--- config.mk ---
export PLATFORM = sky130hd
export DESIGN_NAME = sched_top
export DESIGN_NICKNAME = d
export VERILOG_FILES = /design/src/hdl/sched_event_pkg.sv /design/src/hdl/sched_decision_pkg.sv /design/src/hdl/event_window_counters.sv /design/src/hdl/rate_comparator.sv /design/src/hdl/mode_vote.sv /design/src/hdl/decision_credit_tx.sv /design/src/hdl/sched_top.sv
export VERILOG_INCLUDE_DIRS = /design/src /design/src/include
export SDC_FILE = /design/constraint.sdc
export NUM_CORES = 1
export LEC_CHECK = 0
export ABC_CLOCK_PERIOD_IN_PS = 6850
export BUFFER_PORTS_ARGS = -buffer_cell sky130_fd_sc_hd__buf_4
export CAP_MARGIN = 20
export CORE_MARGIN = 2
export CORE_UTILIZATION = 50
export CTS_CLUSTER_SIZE = 30
export DETAILED_ROUTE_END_ITERATION = 16
export HOLD_SLACK_MARGIN = 0.15
export PLACE_DENSITY = 0.72
export SETUP_SLACK_MARGIN = 0.2
export SYNTH_ARGS = -nofsm -noshare
export SYNTH_HDL_FRONTEND = slang
export SYNTH_SLANG_ARGS = --single-unit
--- constraint.sdc ---
create_clock -name clk -period 6.85 [get_ports clk]
set_input_delay 0.3425 -clock clk [delete_from_list [all_inputs] [get_ports clk]]
set_output_delay 0.3425 -clock clk [all_outputs]
set_load 0.05 [all_outputs]
--- src/include/sched_defines.svh ---
`ifndef SCHED_DEFINES_SVH
`define SCHED_DEFINES_SVH

// Window length in clock cycles.
`define SCHED_WINDOW_CYCLES 100

`define SCHED_COUNT_W 16

// ROB-full flag needs strictly more full cycles than this.
`define SCHED_ROB_THRESHOLD 66

`define SCHED_QUEUE_DEPTH 4

// Receiver credits available after reset.
`define SCHED_CREDITS 2

`endif

--- src/hdl/sched_event_pkg.sv ---
`include "sched_defines.svh"

package sched_event_pkg;

    // Number of comparison classes with one flag each.
    localparam int EV_CLASS_COUNT = 5;

    // Saturating event count over one window.
    typedef logic [`SCHED_COUNT_W-1:0] ev_count_t;

    // Flag positions in the decision vector.
    typedef enum logic [2:0] {
        EV_MULT  = 3'd0,
        EV_MEM   = 3'd1,
        EV_FLUSH = 3'd2,
        EV_ROB   = 3'd3,
        EV_ALU   = 3'd4
    } ev_class_e;

endpackage

--- src/hdl/sched_decision_pkg.sv ---
package sched_decision_pkg;

    // One bit per event class indexed by ev_class_e.
    typedef logic [sched_event_pkg::EV_CLASS_COUNT-1:0] sched_flags_t;

    // Window number that wraps after 255.
    typedef logic [7:0] window_idx_t;

endpackage

--- src/hdl/event_window_counters.sv ---
`include "sched_defines.svh"

module event_window_counters (
    input  logic                       clk,
    input  logic                       rst,
    input  logic                       ooo_mult_ev,
    input  logic                       ooo_mem_ev,
    input  logic                       ooo_flush_ev,
    input  logic                       ooo_alu_ev,
    input  logic                       ooo_rob_full_ev,
    input  logic                       ppl_mult_ev,
    input  logic                       ppl_mem_ev,
    input  logic                       ppl_flush_ev,
    input  logic                       ppl_alu_ev,
    output logic                       snap_valid,
    output sched_event_pkg::ev_count_t snap_ooo_mult,
    output sched_event_pkg::ev_count_t snap_ppl_mult,
    output sched_event_pkg::ev_count_t snap_ooo_mem,
    output sched_event_pkg::ev_count_t snap_ppl_mem,
    output sched_event_pkg::ev_count_t snap_ooo_flush,
    output sched_event_pkg::ev_count_t snap_ppl_flush,
    output sched_event_pkg::ev_count_t snap_rob_full,
    output sched_event_pkg::ev_count_t snap_ooo_alu,
    output sched_event_pkg::ev_count_t snap_ppl_alu
);
    import sched_event_pkg::*;

    localparam int NUM_EV = 9;
    localparam int TIMER_W = $clog2(`SCHED_WINDOW_CYCLES);
    localparam logic [TIMER_W-1:0] TIMER_LAST = TIMER_W'(`SCHED_WINDOW_CYCLES - 1);

    logic [TIMER_W-1:0] timer;
    logic               terminal;
    logic [NUM_EV-1:0]  ev;
    ev_count_t          cnt  [NUM_EV];
    ev_count_t          snap [NUM_EV];

    assign terminal = (timer == TIMER_LAST);

    // Counter slots pair the ooo and ppl events of each class.
    assign ev[0] = ooo_mult_ev;
    assign ev[1] = ppl_mult_ev;
    assign ev[2] = ooo_mem_ev;
    assign ev[3] = ppl_mem_ev;
    assign ev[4] = ooo_flush_ev;
    assign ev[5] = ppl_flush_ev;
    assign ev[6] = ooo_rob_full_ev;
    assign ev[7] = ooo_alu_ev;
    assign ev[8] = ppl_alu_ev;

    always_ff @(posedge clk) begin
        if (rst) begin
            timer <= '0;
        end else if (terminal) begin
            timer <= '0;
        end else begin
            timer <= timer + 1'b1;
        end
    end

    always_ff @(posedge clk) begin
        if (rst || terminal) begin
            for (int i = 0; i < NUM_EV; i++) begin
                cnt[i] <= '0; // Terminal-cycle events are dropped here.
            end
        end else begin
            for (int i = 0; i < NUM_EV; i++) begin
                if (ev[i] && (cnt[i] != '1)) begin
                    cnt[i] <= cnt[i] + 1'b1; // Saturates at all ones.
                end
            end
        end
    end

    always_ff @(posedge clk) begin
        if (terminal) begin
            for (int i = 0; i < NUM_EV; i++) begin
                snap[i] <= cnt[i];
            end
        end
    end

    always_ff @(posedge clk) begin
        if (rst) begin
            snap_valid <= 1'b0;
        end else begin
            snap_valid <= terminal; // One-cycle pulse after window end.
        end
    end

    assign snap_ooo_mult  = snap[0];
    assign snap_ppl_mult  = snap[1];
    assign snap_ooo_mem   = snap[2];
    assign snap_ppl_mem   = snap[3];
    assign snap_ooo_flush = snap[4];
    assign snap_ppl_flush = snap[5];
    assign snap_rob_full  = snap[6];
    assign snap_ooo_alu   = snap[7];
    assign snap_ppl_alu   = snap[8];

endmodule

--- src/hdl/rate_comparator.sv ---
`include "sched_defines.svh"

module rate_comparator (
    input  logic                          clk,
    input  logic                          rst,
    input  logic                          snap_valid,
    input  sched_event_pkg::ev_count_t    snap_ooo_mult,
    input  sched_event_pkg::ev_count_t    snap_ppl_mult,
    input  sched_event_pkg::ev_count_t    snap_ooo_mem,
    input  sched_event_pkg::ev_count_t    snap_ppl_mem,
    input  sched_event_pkg::ev_count_t    snap_ooo_flush,
    input  sched_event_pkg::ev_count_t    snap_ppl_flush,
    input  sched_event_pkg::ev_count_t    snap_rob_full,
    input  sched_event_pkg::ev_count_t    snap_ooo_alu,
    input  sched_event_pkg::ev_count_t    snap_ppl_alu,
    output logic                          flags_valid,
    output sched_decision_pkg::sched_flags_t flags
);
    import sched_event_pkg::*;

    localparam ev_count_t ROB_LIMIT = ev_count_t'(`SCHED_ROB_THRESHOLD);

    // Flags hold until the next snapshot.
    always_ff @(posedge clk) begin
        if (snap_valid) begin
            flags[EV_MULT]  <= (snap_ooo_mult < snap_ppl_mult); // Ppl multiplies more.
            flags[EV_MEM]   <= (snap_ooo_mem > snap_ppl_mem);
            flags[EV_FLUSH] <= (snap_ooo_flush > snap_ppl_flush);
            flags[EV_ROB]   <= (snap_rob_full > ROB_LIMIT); // ROB often saturated.
            flags[EV_ALU]   <= (snap_ooo_alu < snap_ppl_alu);
        end
    end

    always_ff @(posedge clk) begin
        if (rst) begin
            flags_valid <= 1'b0;
        end else begin
            flags_valid <= snap_valid;
        end
    end

endmodule

--- src/hdl/mode_vote.sv ---
module mode_vote (
    input  logic                             clk,
    input  logic                             rst,
    input  logic                             flags_valid,
    input  sched_decision_pkg::sched_flags_t flags,
    output logic                             rec_valid,
    output sched_decision_pkg::window_idx_t  rec_window,
    output sched_decision_pkg::sched_flags_t rec_flags,
    output logic                             rec_switch
);
    import sched_event_pkg::*;
    import sched_decision_pkg::*;

    window_idx_t next_window;
    logic [2:0]  flag_sum;
    logic        vote;

    assign flag_sum = 3'($countones(flags));

    // Majority of flags, or a saturated ROB with ALU-bound ppl.
    assign vote = (flag_sum >= 3'd3) || (flags[EV_ROB] && flags[EV_ALU]);

    always_ff @(posedge clk) begin
        if (rst) begin
            rec_valid   <= 1'b0;
            next_window <= '0;
        end else begin
            rec_valid <= flags_valid;
            if (flags_valid) begin
                next_window <= next_window + 1'b1; // Wraps at 255.
            end
        end
    end

    always_ff @(posedge clk) begin
        if (flags_valid) begin
            rec_window <= next_window;
            rec_flags  <= flags;
            rec_switch <= vote;
        end
    end

endmodule

--- src/hdl/decision_credit_tx.sv ---
`include "sched_defines.svh"

module decision_credit_tx (
    input  logic                             clk,
    input  logic                             rst,
    input  logic                             rec_valid,
    input  sched_decision_pkg::window_idx_t  rec_window,
    input  sched_decision_pkg::sched_flags_t rec_flags,
    input  logic                             rec_switch,
    input  logic                             credit_return,
    output logic                             dec_valid,
    output sched_decision_pkg::window_idx_t  dec_window,
    output sched_decision_pkg::sched_flags_t dec_flags,
    output logic                             dec_switch,
    output logic [7:0]                       drop_count
);
    import sched_decision_pkg::*;

    localparam int DEPTH  = `SCHED_QUEUE_DEPTH;
    localparam int PTR_W  = $clog2(DEPTH);
    localparam int CNT_W  = $clog2(DEPTH + 1);
    localparam int CRED_W = $clog2(`SCHED_CREDITS + DEPTH + 1);
    localparam logic [PTR_W-1:0] PTR_LAST = PTR_W'(DEPTH - 1);

    window_idx_t        q_window [DEPTH];
    sched_flags_t       q_flags  [DEPTH];
    logic               q_switch [DEPTH];
    logic [PTR_W-1:0]   wr_ptr;
    logic [PTR_W-1:0]   rd_ptr;
    logic [CNT_W-1:0]   count;
    logic [CRED_W-1:0]  credits;
    logic               full;
    logic               push;
    logic               pop;

    assign full = (count == CNT_W'(DEPTH));
    assign push = rec_valid && !full; // A record meeting a full queue is lost.
    assign pop  = (count != '0) && (credits != '0);

    assign dec_valid  = pop;
    assign dec_window = q_window[rd_ptr];
    assign dec_flags  = q_flags[rd_ptr];
    assign dec_switch = q_switch[rd_ptr];

    always_ff @(posedge clk) begin
        if (push) begin
            q_window[wr_ptr] <= rec_window;
            q_flags[wr_ptr]  <= rec_flags;
            q_switch[wr_ptr] <= rec_switch;
        end
    end

    always_ff @(posedge clk) begin
        if (rst) begin
            wr_ptr     <= '0;
            rd_ptr     <= '0;
            count      <= '0;
            credits    <= CRED_W'(`SCHED_CREDITS);
            drop_count <= '0;
        end else begin
            if (push) begin
                wr_ptr <= (wr_ptr == PTR_LAST) ? '0 : wr_ptr + 1'b1;
            end
            if (pop) begin
                rd_ptr <= (rd_ptr == PTR_LAST) ? '0 : rd_ptr + 1'b1;
            end
            count   <= count + CNT_W'(push) - CNT_W'(pop);
            credits <= credits + CRED_W'(credit_return) - CRED_W'(pop); // Send costs one.
            if (rec_valid && full && (drop_count != 8'hff)) begin
                drop_count <= drop_count + 1'b1; // Saturates at 255.
            end
        end
    end

endmodule

--- src/hdl/sched_top.sv ---
module sched_top (
    input  logic                             clk,
    input  logic                             rst,
    input  logic                             ooo_mult_ev,
    input  logic                             ooo_mem_ev,
    input  logic                             ooo_flush_ev,
    input  logic                             ooo_alu_ev,
    input  logic                             ooo_rob_full_ev,
    input  logic                             ppl_mult_ev,
    input  logic                             ppl_mem_ev,
    input  logic                             ppl_flush_ev,
    input  logic                             ppl_alu_ev,
    input  logic                             credit_return,
    output logic                             dec_valid,
    output sched_decision_pkg::window_idx_t  dec_window,
    output sched_decision_pkg::sched_flags_t dec_flags,
    output logic                             dec_switch,
    output logic [7:0]                       drop_count
);
    import sched_event_pkg::*;
    import sched_decision_pkg::*;

    logic         snap_valid;
    ev_count_t    snap_ooo_mult;
    ev_count_t    snap_ppl_mult;
    ev_count_t    snap_ooo_mem;
    ev_count_t    snap_ppl_mem;
    ev_count_t    snap_ooo_flush;
    ev_count_t    snap_ppl_flush;
    ev_count_t    snap_rob_full;
    ev_count_t    snap_ooo_alu;
    ev_count_t    snap_ppl_alu;
    logic         flags_valid;
    sched_flags_t flags;
    logic         rec_valid;
    window_idx_t  rec_window;
    sched_flags_t rec_flags;
    logic         rec_switch;

    event_window_counters event_window_counters_i (
        .clk(clk), .rst(rst),
        .ooo_mult_ev(ooo_mult_ev), .ooo_mem_ev(ooo_mem_ev),
        .ooo_flush_ev(ooo_flush_ev), .ooo_alu_ev(ooo_alu_ev),
        .ooo_rob_full_ev(ooo_rob_full_ev),
        .ppl_mult_ev(ppl_mult_ev), .ppl_mem_ev(ppl_mem_ev),
        .ppl_flush_ev(ppl_flush_ev), .ppl_alu_ev(ppl_alu_ev),
        .snap_valid(snap_valid),
        .snap_ooo_mult(snap_ooo_mult), .snap_ppl_mult(snap_ppl_mult),
        .snap_ooo_mem(snap_ooo_mem), .snap_ppl_mem(snap_ppl_mem),
        .snap_ooo_flush(snap_ooo_flush), .snap_ppl_flush(snap_ppl_flush),
        .snap_rob_full(snap_rob_full),
        .snap_ooo_alu(snap_ooo_alu), .snap_ppl_alu(snap_ppl_alu)
    );

    rate_comparator rate_comparator_i (
        .clk(clk), .rst(rst), .snap_valid(snap_valid),
        .snap_ooo_mult(snap_ooo_mult), .snap_ppl_mult(snap_ppl_mult),
        .snap_ooo_mem(snap_ooo_mem), .snap_ppl_mem(snap_ppl_mem),
        .snap_ooo_flush(snap_ooo_flush), .snap_ppl_flush(snap_ppl_flush),
        .snap_rob_full(snap_rob_full),
        .snap_ooo_alu(snap_ooo_alu), .snap_ppl_alu(snap_ppl_alu),
        .flags_valid(flags_valid), .flags(flags)
    );

    mode_vote mode_vote_i (
        .clk(clk), .rst(rst),
        .flags_valid(flags_valid), .flags(flags),
        .rec_valid(rec_valid), .rec_window(rec_window),
        .rec_flags(rec_flags), .rec_switch(rec_switch)
    );

    decision_credit_tx decision_credit_tx_i (
        .clk(clk), .rst(rst),
        .rec_valid(rec_valid), .rec_window(rec_window),
        .rec_flags(rec_flags), .rec_switch(rec_switch),
        .credit_return(credit_return),
        .dec_valid(dec_valid), .dec_window(dec_window),
        .dec_flags(dec_flags), .dec_switch(dec_switch),
        .drop_count(drop_count)
    );

endmodule

==> results of run 1 <==
[area by class of cell]
type,instances,area [um2],area share
repair buffers,40,302.8,0.01529
clock inverters,21,234.0,0.01182
clock buffers,52,1141,0.05764
well taps,455,569.3,0.02876
inverters,103,391.6,0.01978
multi-input cells,793,5498,0.2777
flip-flops and latches,401,11660,0.5890
[placed cells by master (no fill, tap or decap), drive strengths merged, types with 4 or more instances in the layout]
cell / instances
edfxtp: 363
nor2: 207
inv: 105
ha: 85
xor2: 81
nand3: 67
xnor2: 63
nand2: 58
clkbuf: 52
nand4: 45
buf: 39
dfxtp: 38
and3: 21
a21o: 18
a21oi: 18
o21ai: 17
and4: 16
mux4: 14
clkinv: 13
nor2b: 10
nor3: 9
and2: 8
mux2i: 6
nor4: 6
o21a: 5
or3: 5
bufinv: 5
nand2b: 4
fa: 4
[how the worst min path moves through the flow]
stage / depth (start not counted) / endpoint / slack (ps)
after CTS: 2 / mode_vote_i.next_window[1]$_SDFFE_PP0P_ / 190
after detailed placement: 1 / event_window_counters_i.timer[0]$_SDFF_PP0_ / 440
after global placement: 1 / event_window_counters_i.timer[0]$_SDFF_PP0_ / 420
after global routing: 2 / mode_vote_i.next_window[1]$_SDFFE_PP0P_ / 200
final: 2 / mode_vote_i.next_window[1]$_SDFFE_PP0P_ / 200
after floorplan: 1 / event_window_counters_i.timer[0]$_SDFF_PP0_ / 410
[through the flow]
step / setup WS [ps] / total power (W) / hold WS [ps]
after detailed placement: 3445 / 0.003602 / 435.6
after global routing: 3168 / 0.006023 / 200.0
after global placement: 3531 / 0.003576 / 419.8
after CTS: 3402 / 0.005855 / 186.8
final: 3466 / 0.005792 / 201.5
after floorplan: 1630 / 0.003431 / 413.0
[repair_timing]
item	CTS	global route
resized for setup	0	0
hold endpoints to repair	1	0
setup buffers	0	0
hold buffers	1	0
[worst max-delay path: cells and delay by family, from the launching register on]
family | cells | cell delay (ps)
compound gates | 3 | 990
buf+inv | 1 | 750
simple gates | 3 | 590
flops | 1 | 410
fa+ha+maj | 1 | 230
[power by group]
group	leakage, nW	switching [W]	internal, W
sequential	3.87	0.000152	0.00279
clock	0.674	0.000885	0.00137
combinational	2.77	0.000341	0.000254
total	7.31	0.00138	0.00441
[flip-flops by register name, indices dropped and copies added (netlist names), 5 cells and up, named ones only]
register	flops
rate_comparator_i.flags	5
event_window_counters_i.snap	144
decision_credit_tx_i.q_flags	20
event_window_counters_i.cnt	144
decision_credit_tx_i.q_window	32
event_window_counters_i.timer	7
mode_vote_i.rec_flags	5
decision_credit_tx_i.drop_count	8
mode_vote_i.rec_window	8
mode_vote_i.next_window	8
[metal layers]
layer / track usage / vias to the layer above
li1: - / 4860
met1: 0.2162 / 4760
met2: 0.2811 / 153
met3: 0.02796 / 39
met4: 0.04257 / 0
met5: 0 / -
[cells by family (layout without fill, tap and decap cells)]
logic type | count (synthesis) | in the layout
AO/OA/AOI/OAI | 78 | 78
XOR/XNOR | 144 | 144
adder cells (fa/ha/maj) | 89 | 89
buffers and inverters | 132 | 216
flip-flops | 401 | 401
multiplexers | 20 | 20
AND/OR/NAND/NOR | 462 | 462
==> impl_metrics.toml, run 1 <==
[synth]
synthArstFlopShare = 0
yosys.area_share.adder = 0.06457
syn_nets = 1427
synth_top_family_by_area = "simple AND/OR/NAND/NOR gates"
ys_top_cells_by_count = "edfxtp_1 (363), nor2_1 (207), inv_1 (103)"
synth_most_common_cell = "edfxtp_1"
synth_top_area_share = 0.6155
synthSimpleGateAreaFrac = 0.1239
synth-edff-count = 363
syn_area_um2 = 17710
synthMuxAreaShare = 0.02119
yosys.area.top_type = "edfxtp_1"
synthCells = 1326
yosys_most_used_dff = "edfxtp_1"
ys_top_cells_by_area = "edfxtp_1 (62%), ha_1 (6.0%), nor2_1 (4.4%)"
ys_ff_latch = 401
synth_xor_area_frac = 0.07121
ys_types = 49
ys_warn_count = 0
synth_compound_area_frac = 0.02911
postSynthAreaPerCell_um2 = 13.36
synth_seq_area_share = 0.6584

[route]
m1WireLength_mm = 13.15
totalWireLength_mm = 29.09
highest_layer = "met4"
first_pass_iters = 4
viasPerCell = 5.261
met3_length_mm = 1.111
routedWlPerCell_um = 15.60
drc = 0
via_count = 9812
dr_wl_met2_mm = 14.35
drtIter0Drc = 658
drtAntennaViolNets = 0

[clock_tree]
cts_tree = "built"
path_clk_slew_ps = 60
htreeDepth = 2
clock_path_buffers = 3
clk_latency_ps = 530
cts_buffers = 41
cts_root_buffer = "clkbuf_16"
cts_sinks = 401

[critical_path]
crit_path_start_kind = "flip-flop"
r2r-end = "event_window_counters_i.cnt[0][54]$_SDFFCE_PN0P_"
rrSetupSlack_ps = 3470
cp_cell_sequence = "ha_1, nand4_1, o41ai_1, o21ai_0, nand4b_1, o21ai_4, buf_4, nor2_1"
critPathMaxFanout = 96
crit_path_end = "event_window_counters_i.cnt[0][54]$_SDFFCE_PN0P_"
reg2reg_depth = 8
crit_type = "reg2reg"
reg2reg_from = "event_window_counters_i.cnt[0][64]$_SDFFCE_PN0P_"
max_stage_delay_ps = 750
critPathCaptureType = "flip-flop"
cp.arrival_ps = 3610
worst_path_max_delay_cell = "buf_4"
critPathLaunch = "event_window_counters_i.cnt[0][64]$_SDFFCE_PN0P_"
required_ps = 7080

[status]
run_status = "completed"

[grt]
gr-usage-all-layers = 0.1637
grt_pass1_vias = 9945
antenna_found_initial = 0
grt_first_pass_wirelength_mm = 48.92
overflow = 0
grt_max_degree = 97

[sta]
clock.fmax_mhz = 295.5
rsz0062_at_grt = "false"
hold_viol = 0
worst_pin_slew_ps = 1041
setup-violations-final = 0
fin_crit_ps = 3384
finalSetupTns_ps = 0
slew_headroom = 0.3057
maxSlewViolCount = 0
fin_worst_skew_ps = 22.22
period_share = 0.4940

[power]
leakagePower_nw = 7.314
p_per_area_nw_per_um2 = 292.5
ir_worst_vdd_mv = 0.2384

[place]
dp.cells = 1791
dp_hpwl_mm = 19.25
portBuffers = 34
finalWeightedCongestion = 0.7598
dpl_cell_area_um2 = 18410

[finish]
final_area_um2 = 19800
layout.cells.non_filler = 1865
fillers = 2773
postLayoutCoreUtil = 0.5703
drive_above_1_share = 0.08511
syn_to_final_growth_pct = 11.78
diodes = 0
final_nets = 1481

[worst_hold_path]
hold_path_class = "in2reg"
min-delay-start = "rst"

[floorplan]
num_rows = 68
core-area_um2 = 34710
start_util = 0.5102
die_width_um = 192.2
die_area_um2 = 36940
chipHeight_um = 192.2
num_io_pins = 35

[run]
drv_cap = 0
Note: power is estimated with default switching activity, not from simulation.
==> run 2: changes to the inputs <==
Settings changed: ABC_CLOCK_PERIOD_IN_PS 6850 to 3100, PLACE_DENSITY 0.72 to 0.74.
Clock period 6.85 ns to 3.1 ns, I/O delays scaled along.
==> impl_metrics.toml, run 2 (synthesis gave the netlist of run 1 again) <==
[critical_path]
crit_family = "compound AO/OA/AOI/OAI gates"
cp_cell_sequence = "ha_1, nand4_1, o41ai_2, buf_4, o21ai_0, nand4b_1, o21ai_4, buf_4, buf_8, nor2_1"
worst_path_max_delay_cell = "o41ai_2"
r2r-end = "event_window_counters_i.cnt[0][139]$_SDFFCE_PN0P_"
critPathMostFrequentCell = "buf_4"
path_buf_inv = 3
rrSetupSlack_ps = 300
crit_type = "reg2reg"
reg2reg_from = "event_window_counters_i.cnt[0][64]$_SDFFCE_PN0P_"
critPathMaxFanout = 40
required_ps = 3380
critPathCaptureType = "flip-flop"
reg2reg_depth = 10
crit_path_start_kind = "flip-flop"
cp.arrival_ps = 3080
max_stage_delay_ps = 430

[grt]
grt_pass1_vias = 9975
grt_max_degree = 145
overflow = 0
grt_first_pass_wirelength_mm = 49.13
gr-usage-all-layers = 0.1645
antenna_found_initial = 0

[clock_tree]
cts_buffers = 42
clk_latency_ps = 540
clock_path_buffers = 3
cts_root_buffer = "clkbuf_16"
path_clk_slew_ps = 60
htreeDepth = 2
cts_tree = "built"
cts_sinks = 401

[route]
drtIter0Drc = 713
via_count = 9916
routedWlPerCell_um = 15.86
totalWireLength_mm = 29.80
drc = 0
first_pass_iters = 5
drtAntennaViolNets = 0
viasPerCell = 5.277

[finish]
mostFrequentLayoutCells = "edfxtp_1 (363), nor2_1 (206), inv_1 (102), ha_1 (84), xor2_1 (81)"
postLayoutCoreUtil = 0.5754
drive_above_1_share = 0.1004
diodes = 0
reg_top3 = "event_window_counters_i.cnt: 144 flops, event_window_counters_i.snap: 144 flops, decision_credit_tx_i.q_window: 32 flops"
layout_commonest_cell = "edfxtp_1"
final_nets = 1494
syn_to_final_growth_pct = 12.79

[sta]
maxSlewViolCount = 0
worst_pin_slew_ps = 846.5
fin_worst_skew_ps = 12.38
hold_viol = 0
setup-violations-final = 0
period_share = 0.9024
timing.final.ws_setup_ps = 302.6
rsz0062_at_grt = "false"
fin_crit_ps = 2797
clock.fmax_mhz = 357.5
slew_headroom = 0.4357

[floorplan]
chipHeight_um = 192.2
core-area_um2 = 34710
num_io_pins = 35
die_area_um2 = 36940
num_rows = 68
die_width_um = 192.2
start_util = 0.5102

[power]
leakagePower_nw = 7.381
p_per_area_nw_per_um2 = 631.5
ir_worst_vdd_mv = 0.5123

[run]
drv_cap = 0

[place]
place_worst_setup_slack_ps = 224.0
dp_hpwl_mm = 19.22
finalWeightedCongestion = 0.7723
portBuffers = 34

[status]
run_status = "completed"

[worst_hold_path]
min_to = "event_window_counters_i.cnt[0][31]$_SDFFCE_PN0P_"
min_path_cells = 3
hold_path_class = "in2reg"
min-delay-start = "ppl_mult_ev"
-- run 2: worst min-delay path: stages --
cell     delay (ps)
buf_4            90
o21ai_1         120
nand2_4         220
-- run 2: per-stage QoR --
step / total power [W] / instances / hold WS, ps / TNS [ps] / instance area (um2)
after floorplan: 0.007599 / 1326 / 388.9 / -223640 / 17840
after global placement: 0.007918 / 1796 / 420.7 / 0 / 18580
after detailed placement: 0.007977 / 1796 / 433.8 / 0 / 18580
after CTS: 0.01272 / 1874 / 225.1 / 0 / 19900
after global routing: 0.01311 / 1879 / 245.1 / 0 / 19980
final: 0.01262 / 1879 / 220.5 / 0 / 19980
-- run 2: area by class of cell --
class                           count  area, um2
Fill cell                        2721      14740
Multi-Input combinational cell    793       5592
Clock inverter                     18      157.7
Inverter                          103      390.4
Timing Repair Buffer               52      465.4
Clock buffer                       57       1137
Sequential cell                   401      11660
Tap cell                          455      569.3
-- run 2: routing by layer --
| metal | up-vias | GRT usage | wire length (um) |
|---|---|---|---|
| li1 | 4895 | - | - |
| met1 | 4829 | 0.2144 | 13570 |
| met2 | 149 | 0.2843 | 14560 |
| met5 | - | 0 | 0 |
| met3 | 43 | 0.02649 | 1056 |
| met4 | 0 | 0.04756 | 610 |
-- run 2: worst max path at each step --
stage	startpoint	endpoint	slack (ps)	depth (start not counted)
3_3_place_gp	event_window_counters_i.cnt[0][64]$_SDFFCE_PN0P_	event_window_counters_i.cnt[0][63]$_SDFFCE_PN0P_	230	9
3_5_place_dp	event_window_counters_i.cnt[0][64]$_SDFFCE_PN0P_	event_window_counters_i.cnt[0][125]$_SDFFCE_PN0P_	220	9
2_1_floorplan	event_window_counters_i.timer[0]$_SDFF_PP0_	event_window_counters_i.cnt[0][100]$_SDFFCE_PN0P_	-720	7
5_1_grt	event_window_counters_i.cnt[0][64]$_SDFFCE_PN0P_	event_window_counters_i.cnt[0][136]$_SDFFCE_PN0P_	160	10
4_1_cts	event_window_counters_i.cnt[0][64]$_SDFFCE_PN0P_	event_window_counters_i.cnt[0][125]$_SDFFCE_PN0P_	190	9
6_report	event_window_counters_i.cnt[0][64]$_SDFFCE_PN0P_	event_window_counters_i.cnt[0][139]$_SDFFCE_PN0P_	300	10
-- run 2: power by group --
part / internal, W / total [W] / switching [W]
Combinational: 0.000599 / 0.00142 / 0.000817
Clock: 0.00275 / 0.00474 / 0.00199
Sequential: 0.00617 / 0.00646 / 0.000288
-- run 2: what timing repair did --
action / 4_1_cts / 5_1_grt
cloned: 0 / 2
endpoints found under the hold margin: 31 / 0
hold buffers: 3 / 0
pin swaps: 0 / 1
setup endpoints to repair: 9 / 144
resized for setup: 0 / 4
setup buffers: 0 / 3
==> run 3: changes to the inputs <==
Settings changed: ABC_AREA set to 1.
==> impl_metrics.toml, run 3 <==
[sta]
slew_headroom = 0.4501
fin_worst_skew_ps = 17.85
setup-violations-final = 0
worst_pin_slew_ps = 824.9
period_share = 0.8534
fin_crit_ps = 2645
hold_viol = 0
finalSetupTns_ps = 0
maxSlewViolCount = 0
clock.fmax_mhz = 378.0
rsz0062_at_grt = "false"

[grt]
grt_max_degree = 104
overflow = 0
grt_pass1_vias = 11410
gr-usage-all-layers = 0.1661
grt_first_pass_wirelength_mm = 53.13
antenna_found_initial = 0

[synth]
synth_top_area_share = 0.5789
ys_warn_count = 0
yosys_most_used_dff = "edfxtp_1"
postSynthAreaPerCell_um2 = 10.74
ys_top_cells_by_count = "edfxtp_1 (363), inv_1 (303), nand2_1 (279)"
synth_most_common_cell = "edfxtp_1"
ys_ff_latch = 401
yosys.area.top_type = "edfxtp_1"
syn_area_um2 = 18830
ys_types = 41
ys_top_cells_by_area = "edfxtp_1 (58%), inv_1 (6.0%), ha_1 (5.6%)"
synthArstFlopShare = 0
syn_nets = 1854
synthCells = 1753
synth-edff-count = 363
synth_seq_area_share = 0.6193

[power]
p_comb_frac = 0.163
ir_worst_vdd_mv = 0.4114
leakagePower_nw = 9.078
power.switching_w = 0.003844
p_int_w = 0.01013
clkPwrFrac = 0.343
seqPwrFrac = 0.494
swShare = 0.2752
finalPower_w = 0.01397
p_per_area_nw_per_um2 = 664.6

[clock_tree]
cts_setup_buffers = 0
clock_path_buffers = 3
cts_root_buffer = "clkbuf_16"
cts_sinks = 401
htreeDepth = 2
cts_tree = "built"
clk_latency_ps = 530
cts_buffers = 42
path_clk_slew_ps = 60

[route]
first_pass_iters = 4
viasPerCell = 4.860
drtAntennaViolNets = 0
drtIter0Drc = 649
totalWireLength_mm = 31.86
routedWlPerCell_um = 13.52
via_count = 11450
drc = 0

[run]
drv_cap = 0

[critical_path]
reg2reg_depth = 11
required_ps = 3380
reg2reg_from = "event_window_counters_i.cnt[0][112]$_SDFFCE_PN0P_"
r2r-end = "event_window_counters_i.cnt[0][55]$_SDFFCE_PN0P_"
critPathCaptureType = "flip-flop"
critPathMaxFanout = 103
crit_path_start_kind = "flip-flop"
crit_type = "reg2reg"
cp.arrival_ps = 2920
rrSetupSlack_ps = 450

[place]
dp.cells = 2281
portBuffers = 34
dp_hpwl_mm = 20.99
finalWeightedCongestion = 0.7890

[finish]
syn_to_final_growth_pct = 11.62
final_nets = 1917
reg_top3 = "event_window_counters_i.cnt: 144 flops, event_window_counters_i.snap: 144 flops, decision_credit_tx_i.q_window: 32 flops"
drive_above_1_share = 0.1186
mostFrequentLayoutCells = "edfxtp_1 (363), inv_1 (301), nand2_1 (279), nor2_1 (158), ha_1 (84)"
diodes = 0
layout.cells.non_filler = 2357
layout_commonest_cell = "edfxtp_1"

[floorplan]
start_util = 0.5035
die_area_um2 = 39230
chipHeight_um = 198.1
num_io_pins = 35
num_rows = 71
core-area_um2 = 37400
die_width_um = 198.1

[worst_hold_path]
min_to = "mode_vote_i.rec_window[7]$_DFFE_PP_"
min_path_cells = 0
hold_path_class = "reg2reg"
min-delay-start = "mode_vote_i.next_window[7]$_SDFFE_PP0P_"

[status]
run_status = "completed"
## run 3: worst max-delay path by stage
stage                                                 startpoint                                                 to  slack (ps)  cells after the start
5_1_grt              event_window_counters_i.timer[0]$_SDFF_PP0_  event_window_counters_i.cnt[0][137]$_SDFFCE_PN0P_         300                     14
2_1_floorplan        event_window_counters_i.timer[0]$_SDFF_PP0_       event_window_counters_i.snap[0][0]$_DFFE_PP_         -60                      5
3_3_place_gp         event_window_counters_i.timer[0]$_SDFF_PP0_   event_window_counters_i.cnt[0][64]$_SDFFCE_PN0P_         580                     14
4_1_cts                                                flip-flop                                      dec_window[6]         390                      5
6_report       event_window_counters_i.cnt[0][112]$_SDFFCE_PN0P_   event_window_counters_i.cnt[0][55]$_SDFFCE_PN0P_         450                     11
3_5_place_dp         event_window_counters_i.timer[0]$_SDFF_PP0_   event_window_counters_i.cnt[0][10]$_SDFFCE_PN0P_         560                     14
## run 3: cell families (layout without fill, tap and decap cells)
family | after synthesis | count (layout) | synth area share
simple gates | 633 | 633 | 0.1476
flops | 401 | 401 | 0.6193
buf+inv | 386 | 479 | 0.08074
fa+ha+maj | 89 | 89 | 0.06074
xor+xnor | 120 | 120 | 0.05582
compound gates | 124 | 124 | 0.03582
## run 3: power by group through the flow
| stage | combinational, W | clock (W) | sequential [W] |
|---|---|---|---|
| 4_1_cts | 0.00229 | 0.00489 | 0.00691 |
| 2_1_floorplan | 0.00182 | 0 | 0.00687 |
| 3_3_place_gp | 0.00219 | 0 | 0.00699 |
| 5_1_grt | 0.00258 | 0.00510 | 0.00697 |
| 3_5_place_dp | 0.00227 | 0 | 0.00702 |
| 6_report | 0.00227 | 0.00479 | 0.00690 |
## run 3: repair_timing
action / 4_1_cts / 5_1_grt
setup endpoints to repair: 0 / 2
hold buffers: 2 / 0
hold endpoints to repair: 12 / 0
resized for setup: 0 / 1
## run 3: critical path, cell delays in order (launching register included)
cell      delay [ps]
edfxtp_1         410
ha_1             210
nand2_1          120
nor3_2           300
nand2_1          160
nand2_1          130
nand2_1           80
nor2_1           280
nand3_4          130
buf_12           240
nand2_1          170
inv_1             40
## run 3: per-layer routing
metal	track usage	vias to the layer above	share of wire
met5	0	-	0
met1	0.2096	5386	0.44
met2	0.2954	179	0.50
met3	0.02827	48	0.039
li1	-	5841	-
met4	0.04511	0	0.019
## run 3: layout make-up
cell class | instances | area (um2)
clock buffer | 59 | 1156
clock inverter | 15 | 152.6
fill | 3095 | 16380
inverter | 357 | 1348
multi-input combinational | 966 | 5668
sequential | 401 | 11660
tap | 511 | 639.4
timing repair buffer | 48 | 390.4
## run 3: metrics by stage
| stage | hold slack (ps) | setup slack [ps] | instance area, um2 | util |
|---|---|---|---|---|
| floorplan | 233.5 | -57.56 | 18850 | - |
| global placement | 422.0 | 579.3 | 19690 | 0.5263 |
| detailed placement | 433.0 | 557.6 | 19690 | 0.5263 |
| CTS | 443.3 | 393.6 | 21010 | 0.5619 |
| global route | 444.7 | 299.2 | 21020 | 0.5620 |
| finish | 437.2 | 454.6 | 21020 | 0.5620 |
